**config.mk**
```make
export PLATFORM = sky130hd
export DESIGN_NAME = apu_ch1
export DESIGN_NICKNAME = d
export VERILOG_FILES = /design/src/hw/apu_pkg.sv /design/src/hw/apu_ch1.sv /design/src/hw/ch1_output.sv /design/src/hw/ch1_envelope.sv /design/src/hw/ch1_freq_sweep.sv /design/src/hw/apu_frame_seq.sv /design/src/hw/ch1_regs.sv
export VERILOG_INCLUDE_DIRS = /design/src /design/src/hw
export SDC_FILE = /design/constraint.sdc
export NUM_CORES = 1
export LEC_CHECK = 0
export ABC_AREA = 0
export BUFFER_PORTS_ARGS = -buffer_cell sky130_fd_sc_hd__buf_2
export CORE_ASPECT_RATIO = 0.6
export CORE_MARGIN = 1.5
export CORE_UTILIZATION = 55
export CTS_CLUSTER_SIZE = 14
export DETAILED_ROUTE_END_ITERATION = 10
export PLACE_DENSITY = 0.71
export SETUP_SLACK_MARGIN = 0.15
export SYNTH_ARGS = -nofsm -noshare
export SYNTH_HDL_FRONTEND = slang
export SYNTH_HIERARCHICAL = 1
export SYNTH_SLANG_ARGS = --single-unit
export TNS_END_PERCENT = 1
```
**constraint.sdc**
```tcl
create_clock -name clk -period 8 [get_ports clk]
set_input_delay 0.8 -clock clk [delete_from_list [all_inputs] [get_ports clk]]
set_output_delay 0.8 -clock clk [all_outputs]
set_load 0.1 [all_outputs]
```
**src/hw/apu_settings.svh**
```systemverilog
`ifndef APU_SETTINGS_SVH
`define APU_SETTINGS_SVH

// register offsets inside the channel 1 window
`define APU_ADDR_NR10 3'd0
`define APU_ADDR_NR11 3'd1
`define APU_ADDR_NR12 3'd2
`define APU_ADDR_NR13 3'd3
`define APU_ADDR_NR14 3'd4

// clocks per frequency timer tick
`define APU_FREQ_PRESCALE 4

// clocks per frame sequencer step, 8192 on silicon
`define APU_FRAME_DIV 32

`endif
```
**src/hw/apu_pkg.sv**
```systemverilog
`default_nettype none

package apu_pkg;

	typedef struct packed {
		logic       psel;
		logic       penable;
		logic       pwrite;
		logic [2:0] paddr;
		logic [7:0] pwdata;
	} apb_req_t;

	typedef struct packed {
		logic [7:0] prdata;
		logic       pready;
		logic       pslverr;
	} apb_rsp_t;

	// bit order matches NR10[6:0]
	typedef struct packed {
		logic [2:0] period;
		logic       decrease;
		logic [2:0] shift;
	} sweep_cfg_t;

	// bit order matches NR12[7:0]
	typedef struct packed {
		logic [3:0] init_vol;
		logic       increase;
		logic [2:0] period;
	} env_cfg_t;

	typedef struct packed {
		sweep_cfg_t  sweep;
		logic [1:0]  duty;
		logic [5:0]  length_load;
		env_cfg_t    env;
		logic [10:0] freq;
		logic        length_en;
		logic        dac_en;
	} ch1_cfg_t;

	typedef struct packed {
		logic length;
		logic sweep;
		logic envelope;
	} frame_tick_t;

endpackage

`default_nettype wire

```
**src/hw/apu_ch1.sv**
```systemverilog
`timescale 1ns/1ns
`default_nettype none

module apu_ch1 (
	input  wire logic              clk,
	input  wire logic              rst,
	input  wire apu_pkg::apb_req_t apb_req,
	output apu_pkg::apb_rsp_t      apb_rsp,
	output logic [3:0]             sample,
	output logic                   ch1_on
);

	apu_pkg::ch1_cfg_t    cfg;
	apu_pkg::frame_tick_t ticks;
	logic                 trigger;
	logic                 length_load;
	logic                 duty_bit;
	logic                 sweep_overflow;
	logic [3:0]           volume;

	ch1_regs u_regs (
		.clk         (clk),
		.rst         (rst),
		.apb_req     (apb_req),
		.apb_rsp     (apb_rsp),
		.cfg         (cfg),
		.trigger     (trigger),
		.length_load (length_load)
	);

	apu_frame_seq u_frame (
		.clk   (clk),
		.rst   (rst),
		.ticks (ticks)
	);

	ch1_freq_sweep u_freq (
		.clk            (clk),
		.rst            (rst),
		.cfg            (cfg),
		.trigger        (trigger),
		.ticks          (ticks),
		.duty_bit       (duty_bit),
		.sweep_overflow (sweep_overflow)
	);

	ch1_envelope u_env (
		.clk     (clk),
		.rst     (rst),
		.cfg     (cfg),
		.trigger (trigger),
		.ticks   (ticks),
		.volume  (volume)
	);

	ch1_output u_out (
		.clk            (clk),
		.rst            (rst),
		.cfg            (cfg),
		.trigger        (trigger),
		.length_load    (length_load),
		.ticks          (ticks),
		.duty_bit       (duty_bit),
		.volume         (volume),
		.sweep_overflow (sweep_overflow),
		.sample         (sample),
		.ch1_on         (ch1_on)
	);

endmodule

`default_nettype wire

```
**src/hw/ch1_output.sv**
```systemverilog
`timescale 1ns/1ns
`default_nettype none

module ch1_output (
	input  wire logic                 clk,
	input  wire logic                 rst,
	input  wire apu_pkg::ch1_cfg_t    cfg,
	input  wire logic                 trigger,
	input  wire logic                 length_load,
	input  wire apu_pkg::frame_tick_t ticks,
	input  wire logic                 duty_bit,
	input  wire logic [3:0]           volume,
	input  wire logic                 sweep_overflow,
	output logic [3:0]                sample,
	output logic                      ch1_on
);

	logic [6:0] len_cnt; // 64 minus load, 0 means expired
	logic       len_expired;
	logic       on_next;

	assign len_expired = cfg.length_en && len_cnt == 7'd0;

	always_comb begin
		on_next = ch1_on;
		if (!cfg.dac_en)
			on_next = 1'b0;
		else if (trigger)
			on_next = !sweep_overflow;
		else if (sweep_overflow || len_expired)
			on_next = 1'b0;
	end

	always_ff @(posedge clk) begin
		if (rst) begin
			len_cnt <= '0;
		end else if (length_load) begin
			len_cnt <= 7'd64 - {1'b0, cfg.length_load};
		end else if (trigger && len_cnt == 7'd0) begin
			len_cnt <= 7'd64; // retrigger after expiry runs full length
		end else if (ticks.length && cfg.length_en && len_cnt != 7'd0) begin
			len_cnt <= len_cnt - 1'b1;
		end
	end

	// gate with next state so sample and ch1_on drop together
	always_ff @(posedge clk) begin
		if (rst) begin
			ch1_on <= 1'b0;
			sample <= '0;
		end else begin
			ch1_on <= on_next;
			sample <= (duty_bit && on_next) ? volume : 4'h0;
		end
	end

endmodule

`default_nettype wire

```
**src/hw/ch1_envelope.sv**
```systemverilog
`timescale 1ns/1ns
`default_nettype none

module ch1_envelope (
	input  wire logic                 clk,
	input  wire logic                 rst,
	input  wire apu_pkg::ch1_cfg_t    cfg,
	input  wire logic                 trigger,
	input  wire apu_pkg::frame_tick_t ticks,
	output logic [3:0]                volume
);

	logic [2:0] env_period; // latched on trigger
	logic [2:0] env_cnt;
	logic       env_inc;
	logic       at_limit;

	assign at_limit = env_inc ? volume == 4'hf : volume == 4'h0;

	always_ff @(posedge clk) begin
		if (rst) begin
			volume     <= '0;
			env_period <= '0;
			env_cnt    <= '0;
			env_inc    <= 1'b0;
		end else if (trigger) begin
			volume     <= cfg.env.init_vol;
			env_period <= cfg.env.period;
			env_cnt    <= cfg.env.period;
			env_inc    <= cfg.env.increase;
		end else if (ticks.envelope && env_period != 3'd0) begin // period 0 holds volume
			if (env_cnt <= 3'd1) begin
				env_cnt <= env_period;
				if (!at_limit)
					volume <= env_inc ? volume + 1'b1 : volume - 1'b1;
			end else begin
				env_cnt <= env_cnt - 1'b1;
			end
		end
	end

endmodule

`default_nettype wire

```
**src/hw/ch1_freq_sweep.sv**
```systemverilog
`timescale 1ns/1ns
`default_nettype none

`include "apu_settings.svh"

module ch1_freq_sweep (
	input  wire logic                 clk,
	input  wire logic                 rst,
	input  wire apu_pkg::ch1_cfg_t    cfg,
	input  wire logic                 trigger,
	input  wire apu_pkg::frame_tick_t ticks,
	output logic                      duty_bit,
	output logic                      sweep_overflow
);

	localparam int PRE_W = $clog2(`APU_FREQ_PRESCALE + 1);

	logic [PRE_W-1:0] pre_cnt;
	logic             pre_wrap;
	logic [11:0]      timer;      // 1 to 2048 prescaled ticks
	logic [10:0]      shadow;
	logic [2:0]       duty_step;
	logic [2:0]       sweep_cnt;
	logic [10:0]      calc_base;
	logic [10:0]      calc_delta;
	logic [11:0]      calc_sum;
	logic             sweep_step;
	logic [7:0]       pattern;

	assign pre_wrap = pre_cnt == PRE_W'(`APU_FREQ_PRESCALE - 1);

	// trigger checks against the fresh register value
	assign calc_base  = trigger ? cfg.freq : shadow;
	assign calc_delta = calc_base >> cfg.sweep.shift;
	assign calc_sum   = cfg.sweep.decrease ? {1'b0, calc_base} - {1'b0, calc_delta}
	                                       : {1'b0, calc_base} + {1'b0, calc_delta};

	assign sweep_step = ticks.sweep && sweep_cnt <= 3'd1 && cfg.sweep.period != 3'd0;

	// bit 11 only sets on an increase past 2047
	assign sweep_overflow = (trigger || sweep_step) && cfg.sweep.shift != 3'd0 && calc_sum[11];

	always_ff @(posedge clk) begin
		if (rst) begin
			pre_cnt   <= '0;
			timer     <= 12'd2048;
			shadow    <= '0;
			duty_step <= '0;
			sweep_cnt <= '0;
		end else if (trigger) begin
			pre_cnt   <= '0;
			shadow    <= cfg.freq;
			timer     <= 12'd2048 - {1'b0, cfg.freq};
			sweep_cnt <= cfg.sweep.period;
		end else begin
			pre_cnt <= pre_wrap ? '0 : pre_cnt + 1'b1;
			if (pre_wrap) begin
				if (timer <= 12'd1) begin
					timer     <= 12'd2048 - {1'b0, shadow};
					duty_step <= duty_step + 1'b1;
				end else begin
					timer <= timer - 1'b1;
				end
			end
			if (ticks.sweep) begin
				if (sweep_cnt <= 3'd1)
					sweep_cnt <= cfg.sweep.period;
				else
					sweep_cnt <= sweep_cnt - 1'b1;
			end
			if (sweep_step && cfg.sweep.shift != 3'd0 && !calc_sum[11])
				shadow <= calc_sum[10:0]; // new period used at next reload
		end
	end

	always_comb begin
		case (cfg.duty)
			2'd0:    pattern = 8'b0000_0001; // 12.5%
			2'd1:    pattern = 8'b1000_0001; // 25%
			2'd2:    pattern = 8'b1000_0111; // 50%
			default: pattern = 8'b0111_1110; // 75%
		endcase
	end

	assign duty_bit = pattern[duty_step];

endmodule

`default_nettype wire

```
**src/hw/apu_frame_seq.sv**
```systemverilog
`timescale 1ns/1ns
`default_nettype none

`include "apu_settings.svh"

module apu_frame_seq (
	input  wire logic          clk,
	input  wire logic          rst,
	output apu_pkg::frame_tick_t ticks
);

	localparam int DIV_W = $clog2(`APU_FRAME_DIV + 1);

	logic [DIV_W-1:0] div_cnt;
	logic [2:0]       step;
	logic             div_wrap;

	assign div_wrap = div_cnt == DIV_W'(`APU_FRAME_DIV - 1);

	always_ff @(posedge clk) begin
		if (rst) begin
			div_cnt <= '0;
			step    <= '0;
			ticks   <= '0;
		end else begin
			div_cnt        <= div_wrap ? '0 : div_cnt + 1'b1;
			ticks.length   <= div_wrap && !step[0];                   // steps 0,2,4,6
			ticks.sweep    <= div_wrap && (step == 3'd2 || step == 3'd6);
			ticks.envelope <= div_wrap && step == 3'd7;
			if (div_wrap)
				step <= step + 1'b1; // wraps after step 7
		end
	end

endmodule

`default_nettype wire

```
**src/hw/ch1_regs.sv**
```systemverilog
`timescale 1ns/1ns
`default_nettype none

`include "apu_settings.svh"

module ch1_regs (
	input  wire logic              clk,
	input  wire logic              rst,
	input  wire apu_pkg::apb_req_t apb_req,
	output apu_pkg::apb_rsp_t      apb_rsp,
	output apu_pkg::ch1_cfg_t      cfg,
	output logic                   trigger,
	output logic                   length_load
);

	apu_pkg::sweep_cfg_t nr10;
	logic [1:0]          nr11_duty;
	logic [5:0]          nr11_len;
	apu_pkg::env_cfg_t   nr12;
	logic [7:0]          nr13;
	logic                nr14_len_en;
	logic [2:0]          nr14_freq_hi;

	logic       access;
	logic       addr_ok;
	logic       wr_en;
	logic [7:0] rdata;

	assign access  = apb_req.psel && apb_req.penable;
	assign addr_ok = apb_req.paddr <= `APU_ADDR_NR14;
	assign wr_en   = access && apb_req.pwrite && addr_ok; // unmapped writes dropped

	// register writes land at the end of the access phase
	always_ff @(posedge clk) begin
		if (rst) begin
			nr10         <= '0;
			nr11_duty    <= '0;
			nr11_len     <= '0;
			nr12         <= '0;
			nr13         <= '0;
			nr14_len_en  <= 1'b0;
			nr14_freq_hi <= '0;
		end else if (wr_en) begin
			case (apb_req.paddr)
				`APU_ADDR_NR10: nr10 <= apu_pkg::sweep_cfg_t'(apb_req.pwdata[6:0]);
				`APU_ADDR_NR11: begin
					nr11_duty <= apb_req.pwdata[7:6];
					nr11_len  <= apb_req.pwdata[5:0];
				end
				`APU_ADDR_NR12: nr12 <= apu_pkg::env_cfg_t'(apb_req.pwdata);
				`APU_ADDR_NR13: nr13 <= apb_req.pwdata;
				`APU_ADDR_NR14: begin
					nr14_len_en  <= apb_req.pwdata[6];
					nr14_freq_hi <= apb_req.pwdata[2:0];
				end
				default: ;
			endcase
		end
	end

	// one-cycle strobes, the cycle after the write
	always_ff @(posedge clk) begin
		if (rst) begin
			trigger     <= 1'b0;
			length_load <= 1'b0;
		end else begin
			trigger     <= wr_en && apb_req.paddr == `APU_ADDR_NR14 && apb_req.pwdata[7];
			length_load <= wr_en && apb_req.paddr == `APU_ADDR_NR11;
		end
	end

	// write-only bits read back as ones
	always_comb begin
		case (apb_req.paddr)
			`APU_ADDR_NR10: rdata = {1'b1, nr10};
			`APU_ADDR_NR11: rdata = {nr11_duty, 6'h3f}; // length is write only
			`APU_ADDR_NR12: rdata = nr12;
			`APU_ADDR_NR13: rdata = 8'hff;
			`APU_ADDR_NR14: rdata = {1'b1, nr14_len_en, 6'h3f};
			default:        rdata = 8'h00;
		endcase
	end

	assign apb_rsp.prdata  = (access && !apb_req.pwrite) ? rdata : 8'h00;
	assign apb_rsp.pready  = access; // no wait states
	assign apb_rsp.pslverr = access && !addr_ok;

	assign cfg = '{
		sweep:       nr10,
		duty:        nr11_duty,
		length_load: nr11_len,
		env:         nr12,
		freq:        {nr14_freq_hi, nr13},
		length_en:   nr14_len_en,
		dac_en:      |{nr12.init_vol, nr12.increase} // upper five bits of NR12
	};

endmodule

`default_nettype wire

```
==> run summary, run 1 <==
The slowest stage of the critical path belongs to the cell sky130_fd_sc_hd__buf_4. Of the total power, the share spent switching nets is 28.9%. After floorplanning, the core was divided into 33 placement rows. The tools report the global-route wire length before repair as 31,200 um. Dividing total power by cell area gives a power density of 148 nW/um^2.

The final layout contains routed wiring with a total length of 19,200 um. Counting flops with a built-in enable in the synthesized netlist gives 0. From left edge to right edge, the die measures 155 um. The final hold violation count is 0, and the critical path arrival is 5590 ps.

The worst min-delay path startpoint was u_freq/pre_cnt[0]. For this configuration, the core starts out at a cell density of 56.2%. The tools report the post-synthesis cell type count as 96.

The smallest clock period supported by the final layout is computed as 5300 ps. Of all nets on the critical path, the largest fanout is 73. The full die area was 14,700 sq um. The run gives 0 ps as the sum of negative setup slack. The tools report the count of hold buffers inserted by post-cts repair as 0. The detail route stage leaves a number of antenna-violating nets equal to 0. The total buffers and inverters traversed by the critical path is 1, and the buffer depth of the longest clock path is 2.

In the final routed layout, each cell accounts on average for 17.7 um. Setup repair after global routing left no endpoint under its margin. The per-instance average area after synthesis came out at 8.40 sq um.

CTS placed an instance of sky130_fd_sc_hd__clkbuf_16 at the clock tree root. The category of the critical setup timing path was flip-flop to flip-flop. In the global route stage, overall resource usage came out at 26.9%. At the pin with the least slew margin, the transition time is 961 ps. The logs give 2700 ps for the internal reg-to-reg setup slack and 8300 ps for the required time of the critical path. The worst hold path cell count was 1; the combined area of all synthesized cells was 7660 sq um. The top cell type's share of synthesized area works out to 27.2%.

The tools report the type of element launching the critical path as a flip-flop. Summed over all cells, the static leakage comes to 3.21 nW. The worst hold path class is flip-flop to flip-flop. The logs give 0.000346 W for the net switching power figure and 0 for the aggregate global routing overflow. Entering global routing, the biggest net connects 77 pins. Measured in cells, the most critical reg-to-reg path has a length of 17. Across all layers, the routed design uses 6,590 vias. The via count normalized by instance count is 6.10. The run gives 5,812 as the number of global-route vias before repair. The placed cell area is 7770 sq um. The run gives 2780 ps as the worst setup slack before clock tree synthesis.

The internal portion of total power came out at 0.000849 W. Area fraction in compound gates after synthesis: 19.9%. Traced cell by cell, the critical path runs through buf_4 > mux4_2 > nand2_1 > o21ai_0 > ha_1 > a21oi_1 > ha_1 > nor2b_1 > o31a_1 > or4_1 > and2_1 > a41oi_2 > xnor2_4 > nor2_1 > nor3b_1 > o21a_1 > and3_1. Input and output buffers added on the ports amount to 30.

Once the clock tree was built, the setup fixing pass inserted 0 buffers. The tools report the I/O pin count as 31. The run gives 2700 ps as the worst path setup slack after routing. The biggest area consumer among synthesized cells was sky130_fd_sc_hd__dfxtp_1. Category of the worst setup path capture point: a flip-flop.

The synthesized netlist devotes 5.92% of its cell area to adder and majority cells. The run finished with clean final reports. In this run, CTS created clock tree buffers numbering 9. The clock input transition at the sequential cells of the worst setup and hold paths was 80 ps.

After the first detailed-routing iteration, the DRC count stood at 570. CTS saw 104 sinks. Most common cell type on the critical path: sky130_fd_sc_hd__ha_1. The total number of H-tree levels was 3. The run gives 0.889 as the final weighted congestion in routability-driven placement.

The worst register-to-register path ends at u_out/sample[3]. Counting the fill cells in the layout gives 1,228. Across the run, the number of max-cap violations was 0.

The number of pins with negative max-slew slack in the final report is 0, and the total of flip-flops plus latches after synthesis is 104. The net count of the finished layout is 952. The run gives 8080 sq um as the post-route cell area.

The cell family with the largest share of critical-path delay is simple AND/OR/NAND/NOR gates. The worst hold path terminates at u_freq/pre_cnt[0]. Measured along the y axis, the die boundary spans 94.4 um. The worst-case IR drop observed on VDD is 0.0887 mV. TritonCTS built the clock tree. Per report_power, the combinational group accounts for 15.5% of the total. The logs give 963 for the synthesized netlist net count and 0 for the antenna diode instance count. In the synthesized netlist, the number of instances is 912. The fraction of the yosys area taken by sequential cells was 27.2%.

The relative slew slack came out at 35.9%. DRC violation count after routing: 0. After synthesis, the largest family of logic cells by area is simple AND/OR/NAND/NOR gates. Of the cells placed in the final design, the portion with a size suffix greater than 1 is 12.1%. Detailed placement ended at an HPWL of 13,600 um. On the worst path, the slowest cell contributes a delay of 670 ps. Clock latency on the worst-skew pair, taken at its later pin, is 350 ps.

Timing would allow up to 0.189 GHz. Number of antenna violations at the first check in global routing: 0. The number of warnings reported in the yosys synthesis log was 6; the share of power burned in the clock network was 39.4%. After synthesis, the cell types taking the most area are sky130_fd_sc_hd__dfxtp_1, sky130_fd_sc_hd__mux2i_1, sky130_fd_sc_hd__ha_1. The clock arrives with 8.11 ps of skew. First-pass detailed-route iteration total: 7. Final critical-path share of the clock period: 66.2%. In this run the critical register-to-register path is launched from u_regs/trigger.

The design draws 0.00119 W. The signed area change from the synthesized netlist to the final layout is 5.56%. After Yosys synthesis, and, or, nand and nor cells account for 23.3% of the synthesized area.

After floorplanning, the core was sized to cover 13,600 sq um. Once the clock tree was built, the resizer swapped 0 gates to a different size. The fraction of synthesized cell area in xor and xnor cells came out at 5.72%.

The prevailing post-synth register cell was sky130_fd_sc_hd__dfxtp_1. In this run, flip-flops and latches consume 45.1% of the power. In the synthesized netlist the async set-or-reset flop fraction comes to 0%.

Setup violations remaining at the end of the flow were counted as 0. In the synthesized netlist, mux cells make up 11.9% of the area.
sequential cells by signal (all words and copies together), names as in the netlist, 4 cells and up:
| signal | flops |
|---|---|
| u_regs/nr11_len | 6 |
| u_freq/shadow | 11 |
| u_freq/timer | 12 |
| u_regs/nr13 | 8 |
| u_env/volume | 4 |
| u_regs/cfg | 15 |
| u_frame/div_cnt | 6 |
| u_out/len_cnt | 7 |
| u_out/sample | 4 |
worst max-delay path by stage:
stage / from / endpoint / slack [ps] / cells past startpoint
CTS: u_regs/trigger / u_out/sample[1] / 2740 / 17
finish: u_regs/trigger / u_out/sample[3] / 2700 / 17
detailed placement: u_regs/trigger / u_out/sample[1] / 2780 / 17
global route: u_regs/trigger / u_out/sample[3] / 2420 / 17
floorplan: apb_req[8] / apb_rsp[8] / 1200 / 4
global placement: u_regs/trigger / u_out/sample[0] / 2840 / 17
area by class of cell:
cell class | count | area [sq um] | share of cell area (%)
multi-input combinational | 708 | 5110 | 63.3
sequential | 104 | 2080 | 25.8
clock buffer | 9 | 225 | 2.79
tap | 175 | 219 | 2.71
timing repair buffer | 36 | 198 | 2.45
inverter | 42 | 158 | 1.95
clock inverter | 7 | 86.3 | 1.07
worst register-to-register path, cell delays in order (launching register included):
cell and delay, ps:
sky130_fd_sc_hd__dfxtp_2 330, sky130_fd_sc_hd__buf_4 670, sky130_fd_sc_hd__mux4_2 680, sky130_fd_sc_hd__nand2_1 90, sky130_fd_sc_hd__o21ai_0 140, sky130_fd_sc_hd__ha_1 330, sky130_fd_sc_hd__a21oi_1 270, sky130_fd_sc_hd__ha_1 280
sky130_fd_sc_hd__nor2b_1 140, sky130_fd_sc_hd__o31a_1 260, sky130_fd_sc_hd__or4_1 510, sky130_fd_sc_hd__and2_1 190, sky130_fd_sc_hd__a41oi_2 380, sky130_fd_sc_hd__xnor2_4 240, sky130_fd_sc_hd__nor2_1 140, sky130_fd_sc_hd__nor3b_1 240
sky130_fd_sc_hd__o21a_1 200, sky130_fd_sc_hd__and3_1 160
placed cells by master (no fill, tap or decap), drive strengths merged, types with 11 or more instances in the layout:
cell,count
inv,44
dfxtp,104
xnor2,28
a21oi,57
xor2,19
nand2b,63
buf,36
nor4,12
nor2b,11
ha,33
nand3,21
nor3,31
nand2,58
nor2,90
o21ai,43
a211oi,20
mux2i,61
metrics by stage:
| stage | hold WS [ps] | utilization (%) | std cells |
|---|---|---|---|
| floorplan | 402 | - | 912 |
| global placement | 419 | 57.0 | 1065 |
| detailed placement | 418 | 57.0 | 1065 |
| CTS | 431 | 59.3 | 1081 |
| global route | 463 | 59.3 | 1081 |
| finish | 426 | 59.3 | 1081 |
per-layer routing:
layer | wire length (um) | GRT usage [%] | part of all wire, % | vias to the layer above
li1 | - | - | - | 3244
met1 | 10200 | 43.8 | 53 | 3087
met2 | 7180 | 34.4 | 37 | 244
met3 | 1640 | 6.29 | 8.6 | 15
met4 | 154 | 5.24 | 0.80 | 0
met5 | 0 | 0 | 0 | -
power by group through the flow:
stage | clock, W | sequential [W] | combinational [W]
after floorplan | 0 | 0.000547 | 0.000148
after global placement | 0 | 0.000550 | 0.000181
after detailed placement | 0 | 0.000550 | 0.000181
after CTS | 0.000477 | 0.000538 | 0.000182
after global routing | 0.000497 | 0.000541 | 0.000203
final | 0.000471 | 0.000539 | 0.000185
cell families (layout without fill, tap and decap cells):
kind of cell             after synthesis  after routing
buffers and inverters                100             94
adder cells (fa/ha/maj)               35             35
AO/OA/AOI/OAI                        213            213
XOR/XNOR                              47             47
flip-flops                           104            104
AND/OR/NAND/NOR                      334            334
multiplexers                          79             79
cell usage after synthesis (6+ instances only):
library cell,instances
sky130_fd_sc_hd__a211oi_1,17
sky130_fd_sc_hd__a21oi_1,57
sky130_fd_sc_hd__a31oi_1,7
sky130_fd_sc_hd__and3_1,6
sky130_fd_sc_hd__buf_2,13
sky130_fd_sc_hd__clkbuf_1,30
sky130_fd_sc_hd__dfxtp_1,104
sky130_fd_sc_hd__ha_1,33
sky130_fd_sc_hd__inv_1,40
sky130_fd_sc_hd__mux2_2,7
sky130_fd_sc_hd__mux2i_1,61
sky130_fd_sc_hd__mux4_2,9
sky130_fd_sc_hd__nand2_1,56
sky130_fd_sc_hd__nand2b_1,63
sky130_fd_sc_hd__nand3_1,20
sky130_fd_sc_hd__nor2_1,90
sky130_fd_sc_hd__nor2b_1,11
sky130_fd_sc_hd__nor3_1,31
sky130_fd_sc_hd__nor3b_1,8
sky130_fd_sc_hd__nor4_1,11
sky130_fd_sc_hd__o211ai_1,6
sky130_fd_sc_hd__o21ai_0,38
sky130_fd_sc_hd__o21ba_2,7
sky130_fd_sc_hd__o31ai_1,6
sky130_fd_sc_hd__xnor2_1,27
sky130_fd_sc_hd__xor2_1,18
No activity file was read; power rests on OpenSTA's default activity.
==> inputs of run 2 (changes only) <==
- clock period: 8 -> 5.4 ns (I/O delays scaled with it)
==> run summary, run 2 (synthesis results as in run 1) <==
Fill cells in the final layout number 1,236. The largest individual stage delay along the critical path comes from the cell sky130_fd_sc_hd__mux4_2. The worst hold path class is flip-flop to flip-flop. Routability-driven placement finished with a final weighted congestion of 0.969.

Once layout is done, the placed cells without fillers occupy 8180 sq um. The number of antenna diodes in the final layout is 0. The library cell used most frequently in the layout, excluding fill and tap cells, is sky130_fd_sc_hd__dfxtp_1.

The worst register-to-register path has a setup slack of 420 ps. In this run the cell area measured after placement is 7860 sq um. Summed over all failing endpoints, the final setup total negative slack is 0 ps. The category of the worst setup path capture point is a flip-flop. Clock tree synthesis selected as its root buffer the cell sky130_fd_sc_hd__clkbuf_16.

The worst setup path is launched from a flip-flop. The total number of H-tree levels is 3. Uppermost metal layer occupied by signal nets: met4.

The detailed router placed 6,637 vias in this run. Of the available clock period, the critical path in the final layout requires 92.2%. The number of cells on the worst reg-to-reg path is 18.

The floorplan core area was 13,600 sq um; the routed metal-1 wirelength was 10,100 um. The total wire length was 19,500 um. Data on the critical path arrives at its endpoint at 5270 ps.

The multi-input combinational cells in the finished layout cover a total of 5130 sq um. In the layout the commonest cells are sky130_fd_sc_hd__dfxtp_1, sky130_fd_sc_hd__nor2_1, sky130_fd_sc_hd__nand2b_1. On the worst path, the slowest cell contributes a delay of 570 ps. The routed design uses 1800 um of met3 wire. The die covers 14,700 sq um. The initialized floorplan defines 33 standard-cell rows. The critical path is of the flip-flop to flip-flop type. For the number of global-route vias before repair, the log shows 5,862. For the pin with the worst max-slew slack, the measured transition is 1440 ps. The initial core utilization is 56.2%. The buffer depth of the longest clock path is 2, and the maximum number of pins on one net before global-route repair is 74. Buffers placed on the I/O ports in this run total 30. The number of antenna violations at the first check in global routing is 0, and the flip-flop count of the largest register, all copies and words added is 15. Walking the worst path, the cells encountered are buf_4 > mux2i_1 > mux4_2 > nand2_1 > nand2_1 > ha_1 > a21oi_1 > ha_1 > nor2b_1 > o31a_1 > or4_1 > and2_1 > a41oi_4 > xnor2_4 > nor2_1 > nor3b_1 > o21a_1 > and3_1. The power density relative to cell area was 215 nW/um^2; the worst hold path cell count was 1. The maximum clock frequency is 0.201 GHz, and the number of cells upsized or downsized after cts is 0. For the worst-skew pair, the clock arrives at the later sink with an insertion delay of 350 ps. For this design, the sink count on the clock tree is 104.

Setup repair after global routing left no endpoint under its margin. Post-CTS timing repair inserted 0 buffers for setup. Across the VDD grid, the largest voltage drop is 0.162 mV.

In this run the horizontal extent of the chip is 155 um. Wire segments on met2 add up to 7490 um in the final route. The logs give 14,100 um for the placed wire-length estimate and 5 for the first-pass detailed-route iteration total. The area growth from synthesis to layout is 6.83%.

For the worst setup path, the data required time is 5690 ps. For the number of violations reported at the end of detailed-routing iteration 0, the log shows 652. After clock tree synthesis, the clock-pin slew on the worst setup and hold paths is 70 ps. The final hold violation count is 0, and the final setup skew is 9.50 ps. The tools report the DRC violation count after routing as 0. At the end of the flow, the number of nets in the layout was 964. The first global-routing pass estimated 31,400 um of wire. Across the whole layout, storage elements account for 2080 sq um. Pin placement for this block handled 31 I/O pins. Global routing consumed, over all layers together, 27.0% of the routing resources. The tool flagged a number of max-cap violations equal to 0.

Global routing finished with a remaining overflow of 0. TritonCTS created 9 clock buffers. The worst path needs 4980 ps of the cycle, external delays included. For this design the static power due to leakage is 3.27 nW.

Number of pins with negative max-slew slack in the final report: 0. The share of cells above drive strength 1 is 13.4%, and the highest fanout seen on the critical path is 11. Measured along the y axis, the die boundary spans 94.4 um. The remaining antenna violation count came out at 0. TritonCTS built the clock tree. The flow ran to the end, and the final reports show no timing, DRC or antenna violations. In the routed layout, each cell is associated on average with a via count of 6.07.

The post-detailed-route wirelength per cell was 17.9 um. The number of hold buffers added after CTS was 0. In this run the tightest slew margin relative to its limit is 2.86%. Setup violations remaining at the end of the flow were counted as 0.
==> run 2: changes by cell type in the layout (fill, tap and decap cells not counted), sizes merged <==
cell | before | now
clkinv | 3 | 2
clkinvlp | 1 | 2
inv | 44 | 43
buf | 36 | 48
clkbuf | 9 | 10
==> run 2: path summary, 6_finish.rpt <==
kind                           from                 to
setup / recovery     u_regs/cfg[29]    u_out/sample[0]
hold / removal    u_freq/pre_cnt[0]  u_freq/pre_cnt[0]
setup reg to reg     u_regs/cfg[29]    u_out/sample[0]
hold reg to reg   u_freq/pre_cnt[0]  u_freq/pre_cnt[0]
==> run 2: layer usage <==
metal  global-route usage (%)  up-vias
met3                     6.42        9
met1                     43.5     3106
met2                     35.4      250
met4                     4.52        0
li1                         -     3272
met5                        0        -
==> run 2: layout make-up <==
cell class	count	share of cell area, %
clock buffer	10	2.80
clock inverter	6	0.887
inverter	42	1.97
multi-input combinational	708	62.7
sequential	104	25.5
tap	175	2.68
timing repair buffer	48	3.52
==> run 2: stage by stage <==
step	utilization (%)	hold slack [ps]	cells	total power, W	setup WS (ps)
6_report	60.0	439	1093	0.00175	422
4_1_cts	59.9	440	1093	0.00176	234
3_5_place_dp	57.7	422	1077	0.00109	296
2_1_floorplan	-	402	912	0.00103	487
5_1_grt	60.0	475	1093	0.00183	162
3_3_place_gp	57.7	419	1077	0.00108	479
==> run 2: critical path: cells and delay by family (launching register included) <==
kind | cells | cell delay [ps]
buffers and inverters | 1 | 280
multiplexers | 2 | 700
XOR/XNOR | 1 | 230
AO/OA/AOI/OAI | 4 | 1120
AND/OR/NAND/NOR | 8 | 1550
adder cells (fa/ha/maj) | 2 | 570
flip-flops | 1 | 460
==> run 2: report_power, final <==
part	total, W	internal, W	leakage (nW)	switching (W)
Combinational	0.000281	0.000109	2.28	0.000172
Sequential	0.000797	0.000781	0.841	0.0000166
Clock	0.000676	0.000366	0.144	0.000310
==> inputs of run 3 (changes only) <==
- GPL_TIMING_DRIVEN: not set -> 0
==> run summary, run 3 (synthesis results as in run 1) <==
The die is 94.4 um tall. The analysis attributes to net switching a power of 0.000505 W. The cell sitting at the root of the clock tree is a sky130_fd_sc_hd__clkbuf_16. The final instance count without filler cells is 1,133. For the floorplan row count, the log shows 33.

The sink count of the clock tree is 104. In this run the tightest slew margin relative to its limit is 15.9%. Counting the buffers created by CTS gives 9. The tools report the number of pins with negative max-slew slack in the final report as 0. The library cell used most frequently in the layout, excluding fill and tap cells, is sky130_fd_sc_hd__dfxtp_1. The count of buffers inserted at the top-level ports is 28, and the final weighted congestion in routability-driven placement is 0.907. The final critical path takes up 93.4% of the cycle.

Counting tap cells, the placed design contains a total of 1,115 instances. The path class of the tightest hold or removal check is flip-flop to flip-flop. Maximum ir drop on the vdd rail: 0.139 mV. The critical path is of the flip-flop to flip-flop type. The post-route minimum period was 5040 ps. The flow ran to the end, and the final reports show no timing, DRC or antenna violations.

The last element of the critical path is u_freq/shadow[9]. The remaining antenna violation count was 0; the total buffers and inverters traversed by the critical path was 3. The launching point of the worst reg2reg path was u_regs/cfg[29]. The capturing point of the worst reg2reg path is u_freq/shadow[9].

For the worst-skew pair, the clock arrives at the later sink with an insertion delay of 350 ps. The delay of the slowest cell on the worst path is 530 ps. In this run the horizontal extent of the chip is 155 um. The worst hold-check slack was 432 ps.

Combinational logic is responsible for 17.0% of the overall power. Before antenna repair, the detailed router went through 6 iterations. The number of antenna violations at the first check in global routing was 0. Summed over all layers, the global routing overflow is 0. The initial utilization of the core area, before any placement, comes to 56.2%. The worst register-to-register path has a setup slack of 360 ps. The net switching fraction of the power is 29.1%. The tools report the category of the worst setup path capture point as a flip-flop. After detailed routing, the number of vias per cell comes to 6.16.

The placed wire-length estimate was 15,200 um; the signed area change from the synthesized netlist to the final layout was 9.20%. Counting along the longest clock path gives a buffer depth of 2. In the layout the commonest cells are sky130_fd_sc_hd__dfxtp_1, sky130_fd_sc_hd__nor2_1, sky130_fd_sc_hd__nand2b_1. In this run the worst setup path begins at u_regs/cfg[29]. Traced cell by cell, the critical path runs through buf_6 > buf_12 > buf_8 > mux2i_1 > mux4_2 > nand2_1 > nand2_1 > ha_1 > and2_1 > a21oi_1 > xor2_1 > ha_1 > a21o_1 > or4_1 > and2_1 > a41oi_4 > xor2_2 > o21ai_1 > a311oi_1. The full die area came out at 14,700 sq um. The post-detailed-route wirelength per cell was 17.7 um; the sum of negative setup slack was 0 ps. The DRC violation count after routing was 0. Leakage power figure: 3.34 nW.

Setup violations remaining at the end of the flow were counted as 0. For the final hold violation count, the log shows 0. The register with the most flip-flops in the layout has 15 of them. The internal power of the cells totals 0.00123 W.

The share of power burned in the clock network was 37.0%. The tools report the vias after detailed routing as 6,976. TritonCTS built the clock tree.

Summed over all layers, the routed wires come to 20,100 um. The total stage count of the critical path is 19. The type of element launching the critical path was a flip-flop. The repair_antennas step left the layout with diodes totalling 0. Across all setup checks in the final design, the least slack found is 358 ps. In this run the worst path has a maximum fanout of 10.

At the end of the flow, the number of nets in the layout was 1,004. In this run the number of H-tree levels came out at 3. The tools report the number of violations reported at the end of detailed-routing iteration 0 as 684.

Among all stages on the critical path, the largest delay is contributed by sky130_fd_sc_hd__mux4_2. The maximum clock frequency was 0.198 GHz; the transition at the pin with the smallest max-transition slack was 1250 ps. The count of hold buffers inserted by post-cts repair came out at 0. The total area inside the core boundary comes to 13,600 sq um. The placed instances occupy a cell area of 8020 sq um.

The depth of the worst register-to-register path came out at 19. Setup repair after global routing left no endpoint under its margin. In this design, the largest share of critical-path delay is due to compound AO/OA/AOI/OAI gates.

The total global-route track usage was 28.1%; the power density relative to cell area was 207 nW/um^2. Sequential cells account for 45.9% of the total power. The tools report the global-route wire length before repair as 32,000 um. Of the cells placed in the final design, the portion with a size suffix greater than 1 is 13.7%.

The finished cells cover 8360 sq um. Clock skew on the completed layout was measured at 4.90 ps. At the worst endpoint, the required time is 5660 ps.

Max-cap violations in this run came to 0. 31 I/O pins were placed. Before CTS, the worst setup slack after placement is 155 ps.

The number of global-route vias before repair is 6,014, and the maximum number of pins on one net before global-route repair is 19. The tools report the critical path arrival as 5300 ps. Clock-pin slew was measured on the worst setup and hold paths at 70 ps.
-- run 3: worst register-to-register path, cell delays in order (launching register included) --
cell and delay [ps]:
sky130_fd_sc_hd__dfxtp_1 380, sky130_fd_sc_hd__buf_6 160, sky130_fd_sc_hd__buf_12 150, sky130_fd_sc_hd__buf_8 140
sky130_fd_sc_hd__mux2i_1 70, sky130_fd_sc_hd__mux4_2 530, sky130_fd_sc_hd__nand2_1 100, sky130_fd_sc_hd__nand2_1 80
sky130_fd_sc_hd__ha_1 230, sky130_fd_sc_hd__and2_1 180, sky130_fd_sc_hd__a21oi_1 180, sky130_fd_sc_hd__xor2_1 240
sky130_fd_sc_hd__ha_1 320, sky130_fd_sc_hd__a21o_1 210, sky130_fd_sc_hd__or4_1 450, sky130_fd_sc_hd__and2_1 220
sky130_fd_sc_hd__a41oi_4 340, sky130_fd_sc_hd__xor2_2 500, sky130_fd_sc_hd__o21ai_1 180, sky130_fd_sc_hd__a311oi_1 290
-- run 3: power groups by stage --
stage	Sequential (W)	Combinational, W	Clock, W
after floorplan	0.000810	0.000220	0
after global placement	0.000814	0.000278	0
after CTS	0.000797	0.000281	0.000655
final	0.000797	0.000295	0.000643
after global routing	0.000799	0.000324	0.000686
after detailed placement	0.000814	0.000277	0
-- run 3: metrics by stage --
stage                     power, W  utilization (%)
after floorplan            0.00103                -
after global placement     0.00109             58.8
after detailed placement   0.00109             58.8
after CTS                  0.00173             61.0
after global routing       0.00181             61.4
final                      0.00173             61.4
-- run 3: worst min-delay path by stage --
stage                           start           endpoint  slack (ps)  cells after the start
floorplan           u_freq/pre_cnt[0]  u_freq/pre_cnt[0]         400                      1
global placement    u_freq/pre_cnt[0]  u_freq/pre_cnt[0]         420                      1
detailed placement  u_freq/pre_cnt[0]  u_freq/pre_cnt[0]         420                      1
CTS                 u_freq/pre_cnt[0]  u_freq/pre_cnt[0]         430                      1
global route        u_freq/pre_cnt[0]  u_freq/pre_cnt[0]         450                      1
finish              u_freq/pre_cnt[0]  u_freq/pre_cnt[0]         430                      1
-- run 3: layer usage --
layer | vias up | global-route usage, % | share of wire, %
met5 | - | 0 | 0
met1 | 3312 | 45.6 | 52
met4 | 0 | 5.87 | 1.2
li1 | 3358 | - | -
met3 | 20 | 5.83 | 9.2
met2 | 286 | 36.6 | 37
-- run 3: what timing repair did --
action,in CTS,in global routing
gates cloned,0,0
pin swaps,0,3
resized for setup,1,9
endpoints found under the setup margin,4,15
setup buffers,0,2
-- run 3: cell type report --
type                       count  area, sq um
multi-input combinational    708         5140
sequential                   104         2080
clock buffer                  10          239
fill                        1235         5260
buffer                        58          308
clock inverter                 6         51.3
inverter                      42          161
timing repair buffer          30          155
tap                          175          219
